**config.mk**
```make
export PLATFORM = sky130hd
export DESIGN_NAME = pulse_dispatch
export DESIGN_NICKNAME = d
export VERILOG_FILES = /design/src/source/cmd_pkg.sv /design/src/source/pulse_pkg.sv /design/src/source/pulse_dispatch.sv
export SDC_FILE = /design/constraint.sdc
export NUM_CORES = 1
export LEC_CHECK = 0
export BUFFER_PORTS_ARGS = -buffer_cell sky130_fd_sc_hd__buf_2
export CAP_MARGIN = 20
export CORE_ASPECT_RATIO = 1.25
export CORE_MARGIN = 4
export CORE_UTILIZATION = 35
export DETAILED_ROUTE_END_ITERATION = 12
export PLACE_DENSITY = 0.69
export SYNTH_ARGS = -nofsm -noshare
export SYNTH_HDL_FRONTEND = slang
export SYNTH_SLANG_ARGS = --single-unit
export TNS_END_PERCENT = 100
```
**constraint.sdc**
```tcl
create_clock -name elem -period 2.55 [get_ports elem]
set_clock_uncertainty 0.1 [all_clocks]
set_input_delay 0.51 -clock elem [delete_from_list [all_inputs] [get_ports elem]]
set_output_delay 0.51 -clock elem [all_outputs]
set_load 0.05 [all_outputs]
```
**src/source/cmd_pkg.sv**
```systemverilog
// Command field types and the per-element sequencer state encoding
package cmd_pkg;

	typedef logic [3:0] elem_id_t;

	typedef logic [5:0] env_addr_t;

	// Envelope length in samples; zero selects continuous-wave mode
	typedef logic [6:0] env_len_t;

	typedef enum logic [1:0] {
		state_idle,
		state_shaped,
		state_cw
	} elem_state_t;

endpackage

```
**src/source/pulse_pkg.sv**
```systemverilog
// Sample-path types shared by the pulse elements, the summer and the top level
package pulse_pkg;

	// Width of one real sample, also the lane width of packed element outputs
	localparam int SAMPLE_W = 16;

	// Table depths for the envelope and carrier ROMs
	localparam int ENV_DEPTH = 64;
	localparam int CARRIER_DEPTH = 32;

	// Quarter of a carrier period in table entries, used to derive sine from cosine
	localparam int CARRIER_QUARTER = 8;

	typedef logic signed [SAMPLE_W-1:0] sample_t;

	typedef logic signed [15:0] amp_t;

	// Carrier phase and per-sample frequency step share one format
	typedef logic [15:0] phase_t;

	typedef logic [4:0] carrier_idx_t;

	// Envelope value held during continuous-wave output
	localparam sample_t ENV_FULL = 16'sh7fff;

endpackage
```
**src/source/pulse_dispatch.sv**
```systemverilog
// Command dispatcher: registers host commands and strobes the addressed element
module pulse_dispatch #(
	parameter int N_ELEM = 4
) (
	input  logic                elem,
	input  logic                rst,
	input  logic                cmd_stb,
	input  cmd_pkg::elem_id_t   cmd_elem,
	input  cmd_pkg::env_addr_t  cmd_env_start,
	input  cmd_pkg::env_len_t   cmd_env_len,
	input  pulse_pkg::amp_t     cmd_amp,
	input  pulse_pkg::phase_t   cmd_freq,
	input  pulse_pkg::phase_t   cmd_phase,
	output logic [N_ELEM-1:0]   start,
	output cmd_pkg::env_addr_t  env_start,
	output cmd_pkg::env_len_t   env_len,
	output pulse_pkg::amp_t     amp,
	output pulse_pkg::phase_t   freq,
	output pulse_pkg::phase_t   phase,
	output logic                cmd_err
);

	logic in_range;

	assign in_range = 32'(cmd_elem) < N_ELEM;

	// One copy of the fields serves all elements; only the addressed one latches it
	always_ff @(posedge elem) begin
		if (cmd_stb) begin
			env_start <= cmd_env_start;
			env_len <= cmd_env_len;
			amp <= cmd_amp;
			freq <= cmd_freq;
			phase <= cmd_phase;
		end
	end

	always_ff @(posedge elem) begin
		if (rst) begin
			start <= '0;
			cmd_err <= 1'b0;
		end else begin
			start <= '0;
			cmd_err <= 1'b0;
			if (cmd_stb) begin
				if (in_range) begin
					start <= {{(N_ELEM-1){1'b0}}, 1'b1} << cmd_elem;
				end else begin
					cmd_err <= 1'b1;
				end
			end
		end
	end

	a_start_onehot: assert property (@(posedge elem) disable iff (rst)
		$onehot0(start));

endmodule

```
Word level (Yosys, flattened, before mapping)
Index checks and enable logic that the tools add are counted.

Reduce and logical (&&, ||, !) cells: 2. Shifts and indexed selects: 1. Equal/unequal tests: 0. $lt $le $gt $ge: 1. Bitwise gates (word level): 2. Add/sub/neg operators: 0. Mux-type cells: 1. Divide/modulo/power cells: 0. Multiply operators: 0.

Operators with widths (number): < comparator 4 x 3 -> 1 bit (second input constant) (1); left shift 1 x 4 -> 4 bit (first input constant) (1); OR reduction 3 bit (1); inverter 1 bit (2); OR reduction 2 bit (1); two-way mux 1 bit (1).

Memories kept: 0. Input bits: 68. Output and inout port bits: 66. Bits in writable memories: 0. Latch bits: 0. Register bits after elaboration: 66. Word-level logic and storage cells: 14. Bits in read-only memories: 0.

Longest topological paths before layout
Word-level depth: 3. Mapped depth: 2. Mapped depth without buffers: 2.

Worst setup path after synthesis
Ideal clock, no wire load.

Path kind: input to register. Start point: input port rst. End point: register start[1]. Buffers on the path: 0. Data required time: 2377 ps. Cell stages on the path: 2. Setup slack: 1153 ps. Library setup time: 73 ps. Arrival: 1224 ps. Cells stage by stage: or4b_4 -> nor3b_2.

Word-level cells in the longest chain between the ends: 1.

RTL lines: start, declared (line pulse_dispatch.sv:6) `input logic rst,`; OR reduction 3 bit (no source line); end signal, assigned (line pulse_dispatch.sv:47) `start <= {{(N_ELEM-1){1'b0}}, 1'b1} << cmd_elem;`; end, declared (line pulse_dispatch.sv:14) `output logic [N_ELEM-1:0] start,`.

No other way between the ends. A chain may end at the register's enable or synchronous reset.

Worst setup path after layout
Start point: register env_len[6]. End point: output port env_len[6].

RTL lines: start, declared (line pulse_dispatch.sv:16) `output cmd_pkg::env_len_t env_len,`; start signal, assigned (line pulse_dispatch.sv:31) `env_len <= cmd_env_len;`.

No word-level cell between the ends.

==> qor.txt <==
Status = complete, no violations
Yosys reg bits = 66
Hold Path Class = in -> reg
Row count = 30
Synthesized area = 1990 µm²
Post-DP Area = 2760 µm²
YS warnings = 0
Hold slack = 0.250 ns
Gr usage total = 0.132
Num CTS Buffers = 9
Post-route minimum period = 1.54 ns
Ys flop type = edfxtp_1
Setup TNS = 0 ns
Port bufs = 133
Syn nets = 142
RSZ-0062 raised after global routing = false
Slew Viols, Final = 0
Initial Util = 0.364
Power per cell area = 840 nW/µm²
Largest net degree at the start of global routing = 36
CTS tree = done
Clock sink total = 66
Type of origin of the critical path = flip-flop
Post-synth ARST share = 0
Root Buffer = clkbuf_8
Area contributors post-synth = edfxtp_1, dfxtp_1, nor3b_2, or4b_4, nor2_1
Power Total = 2.46 mW
Max IR drop VDD = 0.733 mV
Seq/Total Area, Yosys = 0.969
Cells along the critical path = buf_2
Critical Path RT = 1.94 ns
Chip Width = 75.5 µm
Share of cells above drive strength 1 = 0.680
Mean Syn Cell Area = 27.0 µm²
Nets = 288
Initial antenna violation count = 0
WL per Instance = 15.0 µm
Crit path DAT = 0.93 ns
Synth top cells by count = edfxtp_1, dfxtp_1, nor2_1, nor3b_2
Post-CTS setup buffers = 0
Resized cells post-CTS = 0
Die extent in y = 92.4 µm
Number of global-route vias before repair = 1,398
CTS H-tree lvls = 3
Buf/Inv on CP = 1
TritonRoute pass-1 iters = 3
Post-synth EDFFs = 61
Worst setup margin = 1.01 ns
GR Util met1 = 0.131
CTS Buffer Depth = 2
Core area = 5480 µm²
Antenna-violating nets left = 0
Synth top area share = 0.918
Post-synthesis cell type count = 8
Count leader, synth = edfxtp_1
Critical Path Sink Type = primary output
Initial DRC count = 23
Slowest cell on the critical path = edfxtp_1
M2 GR Usage = 0.205
Total gr overflow = 0
Layout fillers = 476
Max cap viols = 0
Hold Vio Cnt, Final = 0
FMAX = 0.650 GHz
Max incr delay on CP = 0.34 ns
CP Class = reg -> out
Worst-Margin Slew = 0.428 ns
Diodes inserted = 0
Relative slew slack = 0.714
Busiest grt layer = met2
Period utilization = 0.603
Post-place setup slack = 1.02 ns
Largest delay share family, worst path = flip-flops
Synth Instances = 74
Leakage = 1.27 nW
First-pass GRT wire length = 6480 µm
Met3 Usage GRT = 0.0847
Final setup violation count = 0
Synth area leader = edfxtp_1
IO Pins = 134
Routability cong. = 0.666
Clk pin slew, worst setup/hold paths = 0.07 ns
Max FO, Critical Path = 1
Final Routed Wirelength = 4330 µm
Die area = 6980 µm²
Vias = 1,235
Synth-to-layout area growth = 46.7%
Cts hold-fix bufs = 0
Final Cell Area = 2930 µm²
Vias per Instance = 4.27
Remaining DRCs = 0
-- sequential cells by signal, indices dropped and copies added (netlist names) --
| name | count |
|---|---|
| cmd_err | 1 |
| env_len | 7 |
| env_start | 6 |
| start | 4 |
| amp | 16 |
| phase | 16 |
| freq | 16 |
-- final timing paths --
kind                                  from                endpoint  slack, ns  depth (start not counted)
worst min-delay path      cmd_env_start[4]  env_start[4]$_DFFE_PP_       0.25                          1
worst max-delay path  env_len[6]$_DFFE_PP_              env_len[6]       1.01                          1
-- placed cells by master (no fill, tap or decap) --
cell type	netlist	final
buf_2	0	133
edfxtp_1	61	61
clkbuf_8	0	9
dfxtp_1	5	5
clkinvlp_4	0	4
nor3b_2	2	2
nor2_1	2	2
buf_4	0	2
or4b_4	1	1
nor3_1	1	1
nand2_1	1	1
nor3b_1	1	1
clkinv_2	0	1
clkbuf_1	0	1
clkinv_4	0	1
-- where the power goes --
| part | internal (mW) | total (mW) | switching (mW) | leakage [nW] |
|---|---|---|---|---|
| logic | 0.0911 | 0.435 | 0.344 | 0.556 |
| registers | 1.27 | 1.29 | 0.0169 | 0.638 |
| clock network | 0.352 | 0.735 | 0.383 | 0.0745 |
-- through the flow --
stage,utilization,std cells
after floorplan,-,74
after global placement,0.503,273
after detailed placement,0.503,273
after CTS,0.534,289
after global routing,0.534,289
final,0.534,289
-- final cells by class --
class	instances	area [µm²]	share of cell area
flip-flops and latches	66	1930	0.660
repair buffers	135	681	0.233
clock buffers	10	128	0.0436
well taps	64	80.1	0.0274
multi-input cells	8	62.6	0.0214
clock inverters	6	43.8	0.0150
-- logic make-up (layout without fill, tap and decap cells) --
group         Yosys count  after routing  synth area share
buf+inv                 0            151                 0
flops                  66             66             0.969
simple gates            8              8            0.0314
-- per-layer routing --
metal / vias up / wire length [µm]
li1: 587 / -
met1: 555 / 1420
met2: 89 / 2190
met3: 4 / 668
met4: 0 / 55
met5: - / 0
No activity file was read; power rests on OpenSTA's default activity.
