`src/source/env_table.hex`:
```
// One signed 16-bit envelope word per line, addresses 0 to 63
0100
03A0
0640
08E0
0B80
0E20
10C0
1360
1600
18A0
1B40
1DE0
2080
2320
25C0
2860
2B00
2DA0
3040
32E0
3580
3820
3AC0
3D60
4000
42A0
4540
47E0
4A80
4D20
4FC0
5260
5500
57A0
5A40
5CE0
5F80
6220
64C0
6760
6A00
6CA0
6F40
71E0
7480
7720
79C0
7C60
7C00
7380
6B00
6280
5A00
5180
4900
4080
3800
2F80
2700
1E80
1600
0D80
0500
FC80

```
`src/source/carrier_table.hex`:
```
// One signed 16-bit cosine word per line, 32 entries over one carrier period
7FFF
7D89
7641
6A6D
5A82
471C
30FB
18F9
0000
E707
CF05
B8E4
A57E
9593
89BF
8277
8001
8277
89BF
9593
A57E
B8E4
CF05
E707
0000
18F9
30FB
471C
5A82
6A6D
7641
7D89

```
`src/source/cmd_pkg.sv`:
```
// Command field types and the per-element sequencer state encoding
package cmd_pkg;

	typedef logic [3:0] elem_id_t;

	typedef logic [5:0] env_addr_t;

	// Envelope length in samples; zero selects continuous-wave mode
	typedef logic [6:0] env_len_t;

	typedef enum logic [1:0] {
		state_idle,
		state_shaped,
		state_cw
	} elem_state_t;

endpackage

```
`src/source/pulse_pkg.sv`:
```
// Sample-path types shared by the pulse elements, the summer and the top level
package pulse_pkg;

	// Width of one real sample, also the lane width of packed element outputs
	localparam int SAMPLE_W = 16;

	// Table depths for the envelope and carrier ROMs
	localparam int ENV_DEPTH = 64;
	localparam int CARRIER_DEPTH = 32;

	// Quarter of a carrier period in table entries, used to derive sine from cosine
	localparam int CARRIER_QUARTER = 8;

	typedef logic signed [SAMPLE_W-1:0] sample_t;

	typedef logic signed [15:0] amp_t;

	// Carrier phase and per-sample frequency step share one format
	typedef logic [15:0] phase_t;

	typedef logic [4:0] carrier_idx_t;

	// Envelope value held during continuous-wave output
	localparam sample_t ENV_FULL = 16'sh7fff;

endpackage
```
`src/source/pulse_element.sv`:
```
// Pulse element: envelope sequencer, carrier oscillator and I/Q multiply pipeline
module pulse_element (
	input  logic                elem,
	input  logic                rst,
	input  logic                start,
	input  cmd_pkg::env_addr_t  env_start,
	input  cmd_pkg::env_len_t   env_len,
	input  pulse_pkg::amp_t     amp,
	input  pulse_pkg::phase_t   freq,
	input  pulse_pkg::phase_t   phase,
	output logic                valid,
	output pulse_pkg::sample_t  x,
	output pulse_pkg::sample_t  y,
	output logic                busy
);

	pulse_pkg::sample_t env_mem [pulse_pkg::ENV_DEPTH];
	pulse_pkg::sample_t carrier_mem [pulse_pkg::CARRIER_DEPTH];

	cmd_pkg::elem_state_t state;
	cmd_pkg::env_addr_t addr_q;
	cmd_pkg::env_len_t remain;
	pulse_pkg::phase_t phase_acc;
	pulse_pkg::phase_t freq_r;
	pulse_pkg::amp_t amp_r;
	pulse_pkg::carrier_idx_t cos_idx;
	pulse_pkg::carrier_idx_t sin_idx;
	logic run;
	logic last0;

	logic v1, v2, l1, l2, last_q;
	pulse_pkg::sample_t env_q, cos_q, sin_q, cos_q2, sin_q2, e_q;
	pulse_pkg::amp_t amp_s1;
	logic signed [31:0] env_prod, x_prod, y_prod;

	initial begin
		$readmemh("/design/src/source/env_table.hex", env_mem);
		$readmemh("/design/src/source/carrier_table.hex", carrier_mem);
	end

	assign run = state != cmd_pkg::state_idle;
	assign last0 = state == cmd_pkg::state_shaped && remain == 7'd1;
	assign cos_idx = phase_acc[15:11];
	// Sine lags cosine by a quarter period
	assign sin_idx = cos_idx - 5'(pulse_pkg::CARRIER_QUARTER);

	// Sequencer: envelope address, phase accumulator and remaining sample count
	always_ff @(posedge elem) begin
		if (rst) begin
			state <= cmd_pkg::state_idle;
		end else if (start) begin
			state <= (env_len == '0) ? cmd_pkg::state_cw : cmd_pkg::state_shaped;
		end else if (last0) begin
			state <= cmd_pkg::state_idle;
		end
	end

	always_ff @(posedge elem) begin
		if (start) begin
			addr_q <= env_start;
			phase_acc <= phase;
			freq_r <= freq;
			amp_r <= amp;
			remain <= env_len;
		end else if (run) begin
			addr_q <= addr_q + 1'b1;
			phase_acc <= phase_acc + freq_r;
			remain <= remain - 1'b1;
		end
	end

	assign env_prod = env_q * amp_s1;
	assign x_prod = e_q * cos_q2;
	assign y_prod = e_q * sin_q2;

	// Table read, envelope scaling, then carrier mixing
	always_ff @(posedge elem) begin
		env_q <= (state == cmd_pkg::state_cw) ? pulse_pkg::ENV_FULL : env_mem[addr_q];
		cos_q <= carrier_mem[cos_idx];
		sin_q <= carrier_mem[sin_idx];
		amp_s1 <= amp_r;
		e_q <= pulse_pkg::sample_t'(env_prod >>> 15);
		cos_q2 <= cos_q;
		sin_q2 <= sin_q;
		x <= pulse_pkg::sample_t'(x_prod >>> 15);
		y <= pulse_pkg::sample_t'(y_prod >>> 15);
	end

	// Samples of an abandoned pulse drain out, but their last flags must not end the new one
	always_ff @(posedge elem) begin
		if (rst) begin
			v1 <= 1'b0;
			v2 <= 1'b0;
			valid <= 1'b0;
			l1 <= 1'b0;
			l2 <= 1'b0;
			last_q <= 1'b0;
		end else begin
			v1 <= run;
			v2 <= v1;
			valid <= v2;
			l1 <= last0 && !start;
			l2 <= l1 && !start;
			last_q <= l2 && !start;
		end
	end

	always_ff @(posedge elem) begin
		if (rst) begin
			busy <= 1'b0;
		end else if (start) begin
			busy <= 1'b1;
		end else if (valid && last_q) begin
			busy <= 1'b0;
		end
	end

	a_idle_no_valid: assert property (@(posedge elem) disable iff (rst)
		(state == cmd_pkg::state_idle && !start) |-> ##4 !valid);

	a_valid_busy: assert property (@(posedge elem) disable iff (rst)
		valid |-> busy);

endmodule

```
`config.mk`:
```
export PLATFORM = sky130hd
export DESIGN_NAME = pulse_element
export DESIGN_NICKNAME = d
export VERILOG_FILES = /design/src/source/cmd_pkg.sv /design/src/source/pulse_pkg.sv /design/src/source/pulse_element.sv
export SDC_FILE = /design/constraint.sdc
export NUM_CORES = 1
export LEC_CHECK = 0
export BUFFER_PORTS_ARGS = -buffer_cell sky130_fd_sc_hd__buf_2
export CORE_MARGIN = 4
export CORE_UTILIZATION = 38
export DETAILED_ROUTE_END_ITERATION = 16
export GPL_ROUTABILITY_DRIVEN = 0
export MAX_ROUTING_LAYER = met4
export PLACE_DENSITY_LB_ADDON = 0.15
export RECOVER_POWER = 25
export SLEW_MARGIN = 5
export SYNTH_ARGS = -nofsm -noshare
export SYNTH_HDL_FRONTEND = slang
export SYNTH_SLANG_ARGS = --single-unit
```
`constraint.sdc`:
```
create_clock -name elem -period 4.9 [get_ports elem]
set_input_delay 0.98 -clock elem [delete_from_list [all_inputs] [get_ports elem]]
set_output_delay 0.98 -clock elem [all_outputs]
set_load 0.005 [all_outputs]
```
* Yosys cells after proc, flatten, opt, wreduce, memory -nomap -nowiden
Index checks and enable logic that the tools add are counted.
** Word-level totals
- Output and inout bits :: 34
- Bits of input ports :: 64
- Flip-flop bits (word level) :: 176
- Word-level logic and storage cells :: 44
** Cells by class
- Mux-type cells :: 7
- Eq/ne operators :: 3
- Add/sub/neg operators :: 1
- Multiply operators :: 3
- Reductions and logical operators :: 11
** Operators with widths (number)
- 16-bit by 16-bit multiplier with 31-bit output :: 3
- 7-bit two-way mux :: 2
- 2-bit nonzero test :: 4
- 7-bit by 1-bit equality test with 1-bit output (second input constant) :: 1
- 7-bit logical NOT :: 1
- 7-bit by 1-bit subtractor with 7-bit output (second input constant) :: 1
- 2-bit two-way mux :: 3
- 1-bit logical AND :: 5
- 2-bit by 1-bit equality test with 1-bit output (second input constant) :: 1
- 2-bit equality test (second input constant) :: 1
- 1-bit two-way mux :: 2
- 1-bit logical NOT :: 1

* Depth between registers and ports, before layout
- Depth in word-level cells :: 4
- Mapped depth :: 5

* Least setup slack after synthesis
Ideal clock, no wire load.
- Path kind :: input port to flip-flop
- Start :: in start
- End :: reg remain[0] (enable)
- Stages on the path :: 2
- Required time :: 4.611 ns
- Arrival time :: 1.659 ns
- Path slack :: 2.952 ns
- Library setup time :: 0.289 ns
- Path buffers :: 1
- Path through :: buf_1 > or3_1
** Between the ends
- Word-level cells in the longest chain between the ends :: 1
** Ends and longest elaborated chain
- start: declaration :: line pulse_element.sv:5 : input logic start,
- 2-bit nonzero test (no source line)
- end signal: assignment :: line pulse_element.sv:64 : remain <= env_len;
- end signal: assignment :: line pulse_element.sv:68 : remain <= remain - 1'b1;
- end: declaration :: line pulse_element.sv:22 : cmd_pkg::env_len_t remain;
No other way between the ends.
A chain may end at the register's enable or synchronous reset.

* Worst setup path in the final report
- Start :: in start
- End :: reg remain[2] (enable)
Same word-level chain as after synthesis.

==> results.py <==
metrics = {
    "grt": {
        "grt_max_degree": 24,
        "grt_pass1_wl_um": 2497,
        "antenna_found_initial": 0,
        "grt_use_total_pct": 9.573,
        "grt_pass1_vias": 546,
        "overflow": 0,
    },
    "floorplanning": {
        "start_util_pct": 39.65,
        "die_area_um2": 3435,
        "rows": 18,
        "io_pins": 98,
        "placeableCoreArea_um2": 2455,
        "die_w_um": 58.61,
        "die_height_um": 58.61,
    },
    "cts": {
        "postCtsSetupRepairBufs": 0,
        "clk_latency_ns": 0.29,
        "cts.sinks": 16,
        "clockRootBuffer": "clkbuf_4",
        "h-tree-depth": 1,
        "clock_path_buffers": 2,
        "cts_resized": 0,
        "clk_pin_slew_ns": 0.10,
        "holdBufCountCts": 0,
        "cts_tree": "done",
        "cts_buffers": 3,
    },
    "final_layout": {
        "stdcell_area_um2": 964.7,
        "finish.net_count": 182,
        "multi_input_area_um2": 432.9,
        "antenna_cells": 0,
        "drive_gt1_share_pct": 13.91,
        "fillers": 262,
        "seqCellArea_um2": 390.4,
        "area_growth_pct": -0.8998,
    },
    "timing": {
        "tns_ns": 0,
        "fin_crit_sh_pct": 42.93,
        "drv_slew": 0,
        "hold_viol_final": 0,
        "post-route-min-period_ns": 2.104,
        "setup_violations": 0,
        "fin_worst_skew_ns": 0.006877,
        "max_clock_freq_mhz": 475.3,
        "rsz0062_at_grt": "no",
        "tightest_slew_ns": 0.9129,
        "worst_slack_ns": 2.796,
        "relSlewSlack_pct": 39.14,
        "timing.hold.ws_ns": 0.4456,
    },
    "drt": {
        "viasPerCell": 4.310,
        "drt_iter0_drc": 7,
        "route.antenna.remaining_nets": 0,
        "drc_errors": 0,
        "vias": 625,
        "routed_wl_um": 1552,
        "first_pass_iters": 4,
        "detail_route.wl_per_cell_um": 10.70,
    },
    "critical_path": {
        "cp-end-kind": "flop",
        "slowest_stage": "clkbuf_1",
        "cp-start-kind": "primary input",
        "critical_path_class": "in2reg",
        "critPathBufInv": 1,
        "cp.arrival_ns": 2.07,
        "cp_max_fo": 23,
        "crit_family": "buffers and inverters",
        "cp_cell_sequence": "clkbuf_1 -> or3_1",
        "cp.required_ns": 4.87,
        "critPathMaxStageDelay_ns": 0.66,
    },
    "synth": {
        "async_flop_share_pct": 0,
        "synth-seq-cells": 16,
        "synth.most_common_cell": "buf_4",
        "yosys.area.top_type": "buf_4",
        "yosys.cell_types.count": 29,
        "yosysSeqAreaShare_pct": 40.10,
        "syn_area_um2": 973.4,
        "syn_inst": 104,
        "synth_top_area_share_pct": 24.68,
        "synth-edff-count": 7,
        "yosysWarnings": 0,
        "synth_common_cells": "buf_4 (32), dfxtp_1 (9), edfxtp_1 (7), nor2_1 (7), nand2_1 (6)",
        "syn_area_per_cell_um2": 9.360,
        "synth_flop_cell": "dfxtp_1",
        "ys_top_cells_by_area": "buf_4 (25%), edfxtp_1 (22%), dfxtp_1 (19%)",
    },
    "run": {
        "max_cap_violations": 0,
    },
    "hold_path": {
        "hp-class": "reg2reg",
    },
    "placement": {
        "pre_cts_ws_ns": 2.751,
        "portBuffers": 11,
        "hpwlAfterDp_um": 1174,
        "post_dp_cell_area_um2": 930.9,
    },
    "run_status": {
        "status": "finished clean",
    },
    "pwr": {
        "p_total_uw": 299.1,
        "power-per-cell-area_nw_per_um2": 310.1,
        "irDropWorstVdd_mv": 0.1128,
        "power.leakage_uw": 0.0004269,
    },
}
[cells by family (layout without fill, tap and decap cells)]
family | Yosys count | after routing | synth area share (%)
buffers and inverters | 39 | 19 | 27.38
and+or+nand+nor | 31 | 31 | 17.48
DFF | 16 | 16 | 40.10
AOI/OAI and AO/OA | 11 | 11 | 8.356
xor gates and xnor gates | 3 | 3 | 2.700
adders and majority gates | 2 | 2 | 2.570
other | 1 | 32 | 0.3852
muxes | 1 | 1 | 1.028
[layout make-up]
| class | count | area share (%) |
|---|---|---|
| multi-input cells | 80 | 44.88 |
| flip-flops and latches | 16 | 40.47 |
| repair buffers | 11 | 5.447 |
| well taps | 30 | 3.891 |
| clock buffers | 4 | 3.761 |
| inverters | 4 | 1.556 |
[cells in the final DEF, fill, tap and decap left out, types with 2 or more instances in the layout]
master,netlist,routed
or3_1,2,2
o21ai_0,4,4
buf_2,0,9
clkbuf_4,0,3
nor3_1,2,2
a21oi_1,2,2
dfxtp_1,9,9
clkbuf_1,2,2
ha_1,2,2
inv_1,4,4
nor4_1,2,2
nor2_1,7,7
nor3b_1,4,4
o31a_1,2,2
edfxtp_1,7,7
nand2_1,6,6
xnor2_1,3,3
conb_1,1,32
nor2b_1,2,2
[power breakdown]
group | internal, uW | switching, uW
registers | 154 | 10.8
clock network | 45.2 | 42.6
logic | 20.0 | 26.9
[path summary, 6_finish.rpt]
path / from / endpoint / slack, ns / cells after the start
setup / recovery: start / remain[2] / 2.80 / 2
hold / removal: v1 / v2 / 0.45 / 1
setup reg to reg: remain[3] / remain[6] / 3.25 / 3
hold reg to reg: v1 / v2 / 0.45 / 1
[registers in the layout, summed over array words and instances (netlist names)]
signal / flops
l1: 1
last_q: 1
busy: 1
remain: 7
valid: 1
state: 2
v2: 1
l2: 1
v1: 1
[stage by stage]
step                std cells  utilization (%)
detailed placement        141            37.92
global placement          141            37.92
CTS                       145            39.40
finish                    145            39.30
floorplan                 135                -
global route              145            39.30
[metal layers]
layer	share of wire [%]	global-route usage, %	wire length (um)
met2	45	14.83	691
met4	1.5	4.854	23
met1	44	12.18	687
met5	0	-	0
met3	9.6	1.316	149
No activity file was read; power rests on OpenSTA's default activity.
