[config.mk]
export PLATFORM = sky130hd
export DESIGN_NAME = pulse_sum
export DESIGN_NICKNAME = d
export VERILOG_FILES = /design/src/source/pulse_pkg.sv /design/src/source/pulse_sum.sv
export SDC_FILE = /design/constraint.sdc
export NUM_CORES = 1
export LEC_CHECK = 0
export BUFFER_PORTS_ARGS = -buffer_cell sky130_fd_sc_hd__buf_2
export CORE_MARGIN = 10
export CORE_UTILIZATION = 59
export DETAILED_ROUTE_END_ITERATION = 10
export GPL_ROUTABILITY_DRIVEN = 0
export PLACE_DENSITY = 0.87
export REMOVE_ABC_BUFFERS = 1
export SLEW_MARGIN = 20
export SYNTH_ARGS = -nofsm -noshare
export SYNTH_HDL_FRONTEND = slang
export SYNTH_SLANG_ARGS = --single-unit
[constraint.sdc]
create_clock -name elem -period 6.6 [get_ports elem]
set_clock_uncertainty 0.15 [all_clocks]
set_input_delay 0.66 -clock elem [delete_from_list [all_inputs] [get_ports elem]]
set_output_delay 0.66 -clock elem [all_outputs]
set_load 0.01 [all_outputs]
[src/source/pulse_pkg.sv]
// Sample-path types shared by the pulse elements, the summer and the top level
package pulse_pkg;

	// Width of one real sample, also the lane width of packed element outputs
	localparam int SAMPLE_W = 16;

	// Table depths for the envelope and carrier ROMs
	localparam int ENV_DEPTH = 64;
	localparam int CARRIER_DEPTH = 32;

	// Quarter of a carrier period in table entries, used to derive sine from cosine
	localparam int CARRIER_QUARTER = 8;

	typedef logic signed [SAMPLE_W-1:0] sample_t;

	typedef logic signed [15:0] amp_t;

	// Carrier phase and per-sample frequency step share one format
	typedef logic [15:0] phase_t;

	typedef logic [4:0] carrier_idx_t;

	// Envelope value held during continuous-wave output
	localparam sample_t ENV_FULL = 16'sh7fff;

endpackage
[src/source/pulse_sum.sv]
// Output summer: two-level registered adder tree over all element lanes
module pulse_sum #(
	parameter int N_ELEM = 4
) (
	input  logic                                elem,
	input  logic                                rst,
	input  logic [N_ELEM-1:0]                   elem_valid,
	input  logic [N_ELEM*pulse_pkg::SAMPLE_W-1:0] elem_x,
	input  logic [N_ELEM*pulse_pkg::SAMPLE_W-1:0] elem_y,
	input  logic [N_ELEM-1:0]                   elem_busy,
	output logic                                valid_out,
	output pulse_pkg::sample_t                  out_x,
	output pulse_pkg::sample_t                  out_y,
	output logic                                busy
);

	localparam int W = pulse_pkg::SAMPLE_W;
	localparam int N_PAIR = N_ELEM / 2;

	pulse_pkg::sample_t lane_x [N_ELEM];
	pulse_pkg::sample_t lane_y [N_ELEM];
	pulse_pkg::sample_t pair_x [N_PAIR];
	pulse_pkg::sample_t pair_y [N_PAIR];
	pulse_pkg::sample_t sum_x, sum_y;
	logic valid_d1;

	// Idle lanes contribute zero
	for (genvar i = 0; i < N_ELEM; i++) begin : g_lane
		assign lane_x[i] = elem_valid[i] ? elem_x[i*W +: W] : '0;
		assign lane_y[i] = elem_valid[i] ? elem_y[i*W +: W] : '0;
	end

	always_ff @(posedge elem) begin
		for (int j = 0; j < N_PAIR; j++) begin
			pair_x[j] <= lane_x[2*j] + lane_x[2*j+1];
			pair_y[j] <= lane_y[2*j] + lane_y[2*j+1];
		end
	end

	// Sums wrap at the sample width
	always_comb begin
		sum_x = '0;
		sum_y = '0;
		for (int j = 0; j < N_PAIR; j++) begin
			sum_x = sum_x + pair_x[j];
			sum_y = sum_y + pair_y[j];
		end
	end

	always_ff @(posedge elem) begin
		out_x <= sum_x;
		out_y <= sum_y;
	end

	always_ff @(posedge elem) begin
		if (rst) begin
			valid_d1 <= 1'b0;
			valid_out <= 1'b0;
		end else begin
			valid_d1 <= |elem_valid;
			valid_out <= valid_d1;
		end
	end

	assign busy = |elem_busy || valid_d1 || valid_out;

endmodule

======== Word-level counts from Yosys, hierarchy flattened ========
Memories as Yosys holds them, arrays and structs flattened.
Index checks and enable logic that the tools add are counted.
storage, ports and cells
  memory bits (writable) .................. 64
  memories kept ........................... 2
  output and inout port bits .............. 34
  register bits ........................... 34
  input port bits ......................... 138
  logic and storage cells ................. 24
memory list
  name    words  bits a word  read ports  clocked after Yosys merged registers in  wr ports  line             source
  pair_x  2      16           2           0                                        2         pulse_sum.sv:22  pulse_pkg::sample_t pair_x [N_PAIR];
  pair_y  2      16           2           0                                        2         pulse_sum.sv:23  pulse_pkg::sample_t pair_y [N_PAIR];
operators by class
  $add $sub $neg .......................... 6
  mux-type cells .......................... 8
  reduce and logical (&&, ||, !) cells .... 4
operators by type and width
  operator            number
  16-bit two-way mux  8
  16-bit adder        6
  4-bit OR reduction  2
  1-bit logical OR    2

======== Depth between registers and ports, before layout ========
Gate-level depths: netlist of run 1.
  depth after elaboration ................. 3
  mapped depth ............................ 10
  gate-level depth less buffers ........... 9

======== Worst setup path after synthesis of run 1 ========
No wires, ideal clock.
  path type ............................... input -> register
  from .................................... input port elem_valid[2]
  to ...................................... memory pair_y[0][30] (netlist bit)
  arrival time ............................ 2.810 ns
  stages on the path ...................... 10
  setup time .............................. 0.119 ns
  buffers on the path ..................... 1
  data required time ...................... 6.331 ns
  path slack .............................. 3.520 ns
  path through ............................ clkbuf_1 -> and2_1 -> ha_1 -> fa_1 -> a211o_1 -> a21oi_1 -> o2bb2ai_1 -> o21a_1 -> a221o_1 -> xor2_1
RTL lines
  what                line             source
  start: declaration  pulse_sum.sv:7   input logic [N_ELEM-1:0] elem_valid,
  end: declaration    pulse_sum.sv:23

==> impl_metrics.toml, run 1 <==
[worst_setup_path]
arrival_ns = 3.30
r2r_cells = 8
path_cells = "buf_2, and2_1, ha_1, fa_1, a211o_1, a21oi_1, o2bb2ai_1, o21a_1, a221o_1, xor2_1"
crit_path_top_delay_cell = "fa_1"
slowest_delay_ns = 0.50
cp.required_ns = 6.68
crit_family = "compound AO/OA/AOI/OAI gates"
path_buf_inv = 1
crit_path_end_kind = "flip-flop"
cp.depth = 10
start_kind = "primary input"
critical_path_class = "primary input to flip-flop"
path_max_fanout = 33

[layout]
antenna-diode-count = 0
drive_gt1_share_pct = 19.56
stdcell_count = 1104
fin_nets = 1190
syn_to_final_growth_pct = 19.22
final_core_util_pct = 71.67

[logic_synthesis]
synth.distinct_cells = 43
synth-main-ff-cell = "dfxtp_1"
synth-edff-count = 0
synth-seq-cells = 98
seq_area_frac_synth_pct = 28.70
netlist_area_um2 = 6835
async_flop_share_pct = 0
syn-instance-count = 791
syn_area_per_cell_um2 = 8.641
ys_warn_count = 0

[power_and_ir_drop]
switchingPower_mw = 0.7003
combPwrFrac_pct = 36.5
swShare_pct = 32.19
p_leak_nw = 4.103
max-vdd-ir-drop_v = 0.0001835
pwr-share-seq_pct = 36.5
power_frac_clock_pct = 27.1
p_per_area_nw_per_um2 = 267.0
p_int_mw = 1.475

[floorplan]
die_area_um2 = 16290
start_util_pct = 60.12
fp.dieW_um = 127.6
rows = 39
core_area_um2 = 11370
die_h_um = 127.6
num_io_pins = 172

[routing]
wl_per_cell_um = 15.29
ant_nets = 0
drtIter0Drc = 300
drc = 0
viasPerCell = 5.615
dr_total_vias = 6199
wl_um = 16880
first_pass_iters = 4

[clock_network]
cts_max_level = 3
post_cts_buffers = 0
clk_path_buf_depth = 2
worstSkewPairLatency_ns = 0.35
cts_resized = 0
root_buffer = "clkbuf_16"
cts-buffers-inserted = 9
hold_buffers = 0
cts_tree = "yes"
path_clk_slew_ns = 0.07
clkSinkCount = 98

[place]
dp.cells = 1088
post-dp-hpwl_um = 13520
place_ws_ns = 3.057
portBuffers = 171

[min_path]
whs_path_depth = 1
hp-class = "flip-flop to flip-flop"

[grt]
antenna_found_initial = 0
first_global_vias = 6365
grt_remaining_overflow = 0
grt_first_pass_wirelength_um = 27710
grt_max_degree = 34
globalRouteTotalUtil_pct = 20.22

[timing]
post-route-period-util_pct = 48.66
worst_slack_ns = 3.389
max_freq_ghz = 0.3114
final-hold-violation-count = 0
worst_pin_slew_ns = 0.6275
rsz0062_at_grt = "no"
max_slew_margin_pct = 57.81
setup_viol = 0
finalMaxSlewViolations = 0
finalSetupTns_ns = 0
layout_min_cycle_time_ns = 3.211

[flow_run]
drv_cap = 0

[run_status]
outcome = "completed"
==> worst register-to-register path, stage by stage (launching register included) <==
cell	delay, ns
dfxtp_1	0.31
ha_1	0.23
fa_1	0.42
a21oi_1	0.25
o21ai_1	0.10
a21o_1	0.23
a31oi_1	0.41
nand3b_1	0.17
nand3_1	0.08
==> sequential cells by signal, indices dropped and copies added (netlist names) <==
register   count
pair_x        32
pair_y        32
out_x         16
out_y         16
valid_d1       1
valid_out      1
==> cells in the final DEF (no fill, tap or decap), types with 11 or more instances in the layout <==
master   netlist  routed
nand3_1       17      17
a21oi_1       73      73
a21o_1        28      28
o21ai_1       16      16
nand2_1       43      43
xor2_1        35      35
nor3_1        13      13
ha_1          90      90
nor2_1        34      34
dfxtp_1       98      98
nor2b_1       12      12
a31oi_1       11      11
and2_1       121     121
and3_1        13      13
o21ai_0       22      22
inv_1         21      21
xnor2_1       43      43
buf_2          0     171
==> worst paths after layout <==
kind	end	from	slack, ns
setup reg to reg	out_x[12]	pair_x[0][0]	4.13
setup / recovery	pair_y[0][30]	elem_valid[3]	3.39
hold reg to reg	out_x[0]	pair_x[0][16]	0.29
hold / removal	out_x[0]	pair_x[0][16]	0.29
==> layout make-up <==
class | count | area (µm²)
timing repair buffer | 171 | 855.8
clock inverter | 7 | 117.6
tap | 143 | 178.9
fill | 885 | 3221
multi-input combinational | 655 | 4731
sequential | 98 | 1962
inverter | 21 | 78.83
clock buffer | 9 | 225.2
==> through the flow <==
stage | instance area (µm²) | power (mW) | hold WS [ns]
after detailed placement | 7806 | 1.593 | 0.2799
after floorplan | 6771 | 1.333 | 0.2700
after global placement | 7806 | 1.568 | 0.2764
after global routing | 8149 | 2.311 | 0.3192
final | 8149 | 2.176 | 0.2933
after CTS | 8149 | 2.185 | 0.2961
==> power groups by stage <==
| stage | logic (mW) | registers, mW | clock network, mW |
|---|---|---|---|
| 2_1_floorplan | 0.478 | 0.855 | 0 |
| 3_3_place_gp | 0.764 | 0.804 | 0 |
| 3_5_place_dp | 0.786 | 0.807 | 0 |
| 4_1_cts | 0.794 | 0.795 | 0.595 |
| 5_1_grt | 0.884 | 0.807 | 0.621 |
| 6_report | 0.793 | 0.794 | 0.589 |
==> layer usage <==
layer / routed length (µm) / track usage, % / vias up
met5: 0 / 0 / -
met4: 499 / 8.940 / 0
met3: 854 / 4.673 / 38
met2: 8993 / 38.71 / 162
met1: 6535 / 20.22 / 2864
li1: - / - / 3135
==> logic make-up (layout without fill, tap and decap cells) <==
family,count (synthesis),after routing,share of synthesized area (%)
xor gates and xnor gates,78,78,9.994
AOI/OAI and AO/OA,207,207,19.07
muxes,2,2,0.2929
and+or+nand+nor,272,272,21.62
buffers and inverters,38,208,2.087
adders and majority gates,96,96,18.23
DFF,98,98,28.70
==> Yosys cell counts, types with 3 or more instances <==
master	n	share of area, %
and2_1	121	11
dfxtp_1	98	29
ha_1	90	16
a21oi_1	73	5.3
nand2_1	43	2.4
xnor2_1	43	5.5
xor2_1	35	4.5
nor2_1	34	1.9
a21o_1	28	3.1
o21ai_0	22	1.6
inv_1	21	1.2
clkbuf_1	17	0.93
nand3_1	17	1.2
o21ai_1	16	1.2
and3_1	13	1.2
nor3_1	13	0.95
nor2b_1	12	1.1
a31oi_1	11	1.0
o21bai_1	10	1.1
o21a_1	9	0.99
a211oi_1	8	0.88
fa_1	6	1.8
nor4_1	6	0.55
a221oi_1	5	0.64
nand2b_1	4	0.37
nand4_1	4	0.37
o211ai_1	4	0.44
a211o_1	3	0.38
o221ai_1	3	0.38
Power figures use the tool's default switching activity.
==> run 2, diff against run 1 <==
--- a/config.mk
+++ b/config.mk
@@ -7,10 +7,10 @@
 export LEC_CHECK = 0
 export BUFFER_PORTS_ARGS = -buffer_cell sky130_fd_sc_hd__buf_2
 export CORE_MARGIN = 10
-export CORE_UTILIZATION = 59
+export CORE_UTILIZATION = 49
 export DETAILED_ROUTE_END_ITERATION = 10
 export GPL_ROUTABILITY_DRIVEN = 0
-export PLACE_DENSITY = 0.87
+export PLACE_DENSITY = 0.77
 export REMOVE_ABC_BUFFERS = 1
 export SLEW_MARGIN = 20
 export SYNTH_ARGS = -nofsm -noshare
==> constraint.sdc (replaced) <==
create_clock -name elem -period 2.84 [get_ports elem]
set_clock_uncertainty 0.15 [all_clocks]
set_input_delay 0.284 -clock elem [delete_from_list [all_inputs] [get_ports elem]]
set_output_delay 0.284 -clock elem [all_outputs]
set_load 0.01 [all_outputs]
==> impl_metrics.toml, run 2 (synthesized netlist as in run 1, its figures left out) <==
[worst_setup_path]
critical_path_class = "primary input to flip-flop"
start_kind = "primary input"
crit_path_end_kind = "flip-flop"
path_max_fanout = 20
arrival_ns = 2.72
cp.required_ns = 2.93

[timing]
setup_viol = 0
rsz0062_at_grt = "no"
finalMaxSlewViolations = 0
fin_hold_ws_ns = 0.1154
max_slew_margin_pct = 58.95
final-hold-violation-count = 0
worst_slack_ns = 0.2128
post-route-period-util_pct = 92.51
layout_min_cycle_time_ns = 2.627
max_freq_ghz = 0.3806
worst_pin_slew_ns = 0.6106

[flow_run]
drv_cap = 0

[grt]
grt_remaining_overflow = 0
grt_max_degree = 21
antenna_found_initial = 1
first_global_vias = 6284
grt_first_pass_wirelength_um = 28130
globalRouteTotalUtil_pct = 17.36

[routing]
first_pass_iters = 4
dr_total_vias = 6123
viasPerCell = 5.256
ant_nets = 0
wl_um = 17120
wl_per_cell_um = 14.69
drtIter0Drc = 276
drc = 0

[floorplan]
num_io_pins = 172
fp.dieW_um = 138.1
core_area_um2 = 13770
die_h_um = 138.1
rows = 43
die_area_um2 = 19070
start_util_pct = 49.63

[place]
portBuffers = 171
post-dp-hpwl_um = 14240
place_ws_ns = -0.1450

[clock_network]
clk_path_buf_depth = 2
post_cts_buffers = 0
root_buffer = "clkbuf_16"
cts-buffers-inserted = 9
clkSinkCount = 98
path_clk_slew_ns = 0.07
cts_max_level = 3
cts_tree = "yes"
worstSkewPairLatency_ns = 0.34

[layout]
syn_to_final_growth_pct = 22.13
drive_gt1_share_pct = 21.34
reg_top3 = "pair_x x32, pair_y x32"
final_common_cell = "buf_2"
final_core_util_pct = 60.61
fin_nets = 1213
final_cell_mix = "buf_2 (171), and2_1 (121), dfxtp_1 (98), ha_1 (90), a21oi_1 (73)"

[run_status]
outcome = "completed"

[power_and_ir_drop]
max-vdd-ir-drop_v = 0.0003100
p_per_area_nw_per_um2 = 590.1
p_leak_nw = 4.201
total_power_mw = 4.926

[min_path]
hp-class = "primary input to flip-flop"
[run 2: area by class of cell]
class / count / area [µm²]
diodes: 1 / 2.502
flip-flops and latches: 98 / 1962
multi-input cells: 655 / 4731
repair buffers: 194 / 1044
clock inverters: 5 / 52.55
fillers: 1265 / 5425
inverters: 21 / 78.83
clock buffers: 11 / 252.7
well taps: 180 / 225.2
[run 2: what timing repair did]
action                                 4_1_cts  5_1_grt
endpoints found under the hold margin        2        0
resized for setup                            0        0
hold buffers                                 1        0
[run 2: path summary, 6_finish.rpt]
kind,startpoint,to,slack (ns),depth (start not counted)
worst min-delay path,elem_x[16],pair_x[0][0],0.12,3
worst max-delay path,elem_valid[2],pair_x[0][30],0.21,10
worst max register to register,pair_x[0][0],out_x[14],0.46,8
worst min register to register,pair_y[0][16],out_y[0],0.30,1
[run 2: per-layer routing]
layer	global-route usage, %	up-vias	part of all wire, %
met2	34.06	153	54
met3	4.041	32	4.8
met5	0	-	0
met1	16.93	2756	38
li1	-	3182	-
met4	6.881	0	3.1
[run 2: where the power goes]
group          internal, mW  switching [mW]
Combinational         0.845            1.00
Sequential             1.74           0.100
Clock                 0.726           0.511
Total                  3.31            1.61
[run 2: metrics by stage]
stage	instances	cell area, µm²	TNS [ns]
final	1165	8348	0
after global routing	1165	8348	0
after CTS	1164	8346	0
after detailed placement	1147	8030	-0.5031
after global placement	1147	8030	-0.3136
after floorplan	774	6771	0
[run 2: worst max-delay path: stages]
cell and delay (ns):
buf_2 0.24, and2_1 0.20, ha_1 0.23, fa_1 0.46
a211o_1 0.32, a21oi_1 0.19, o2bb2ai_1 0.16, o21a_1 0.19
a221o_1 0.30, xor2_1 0.14
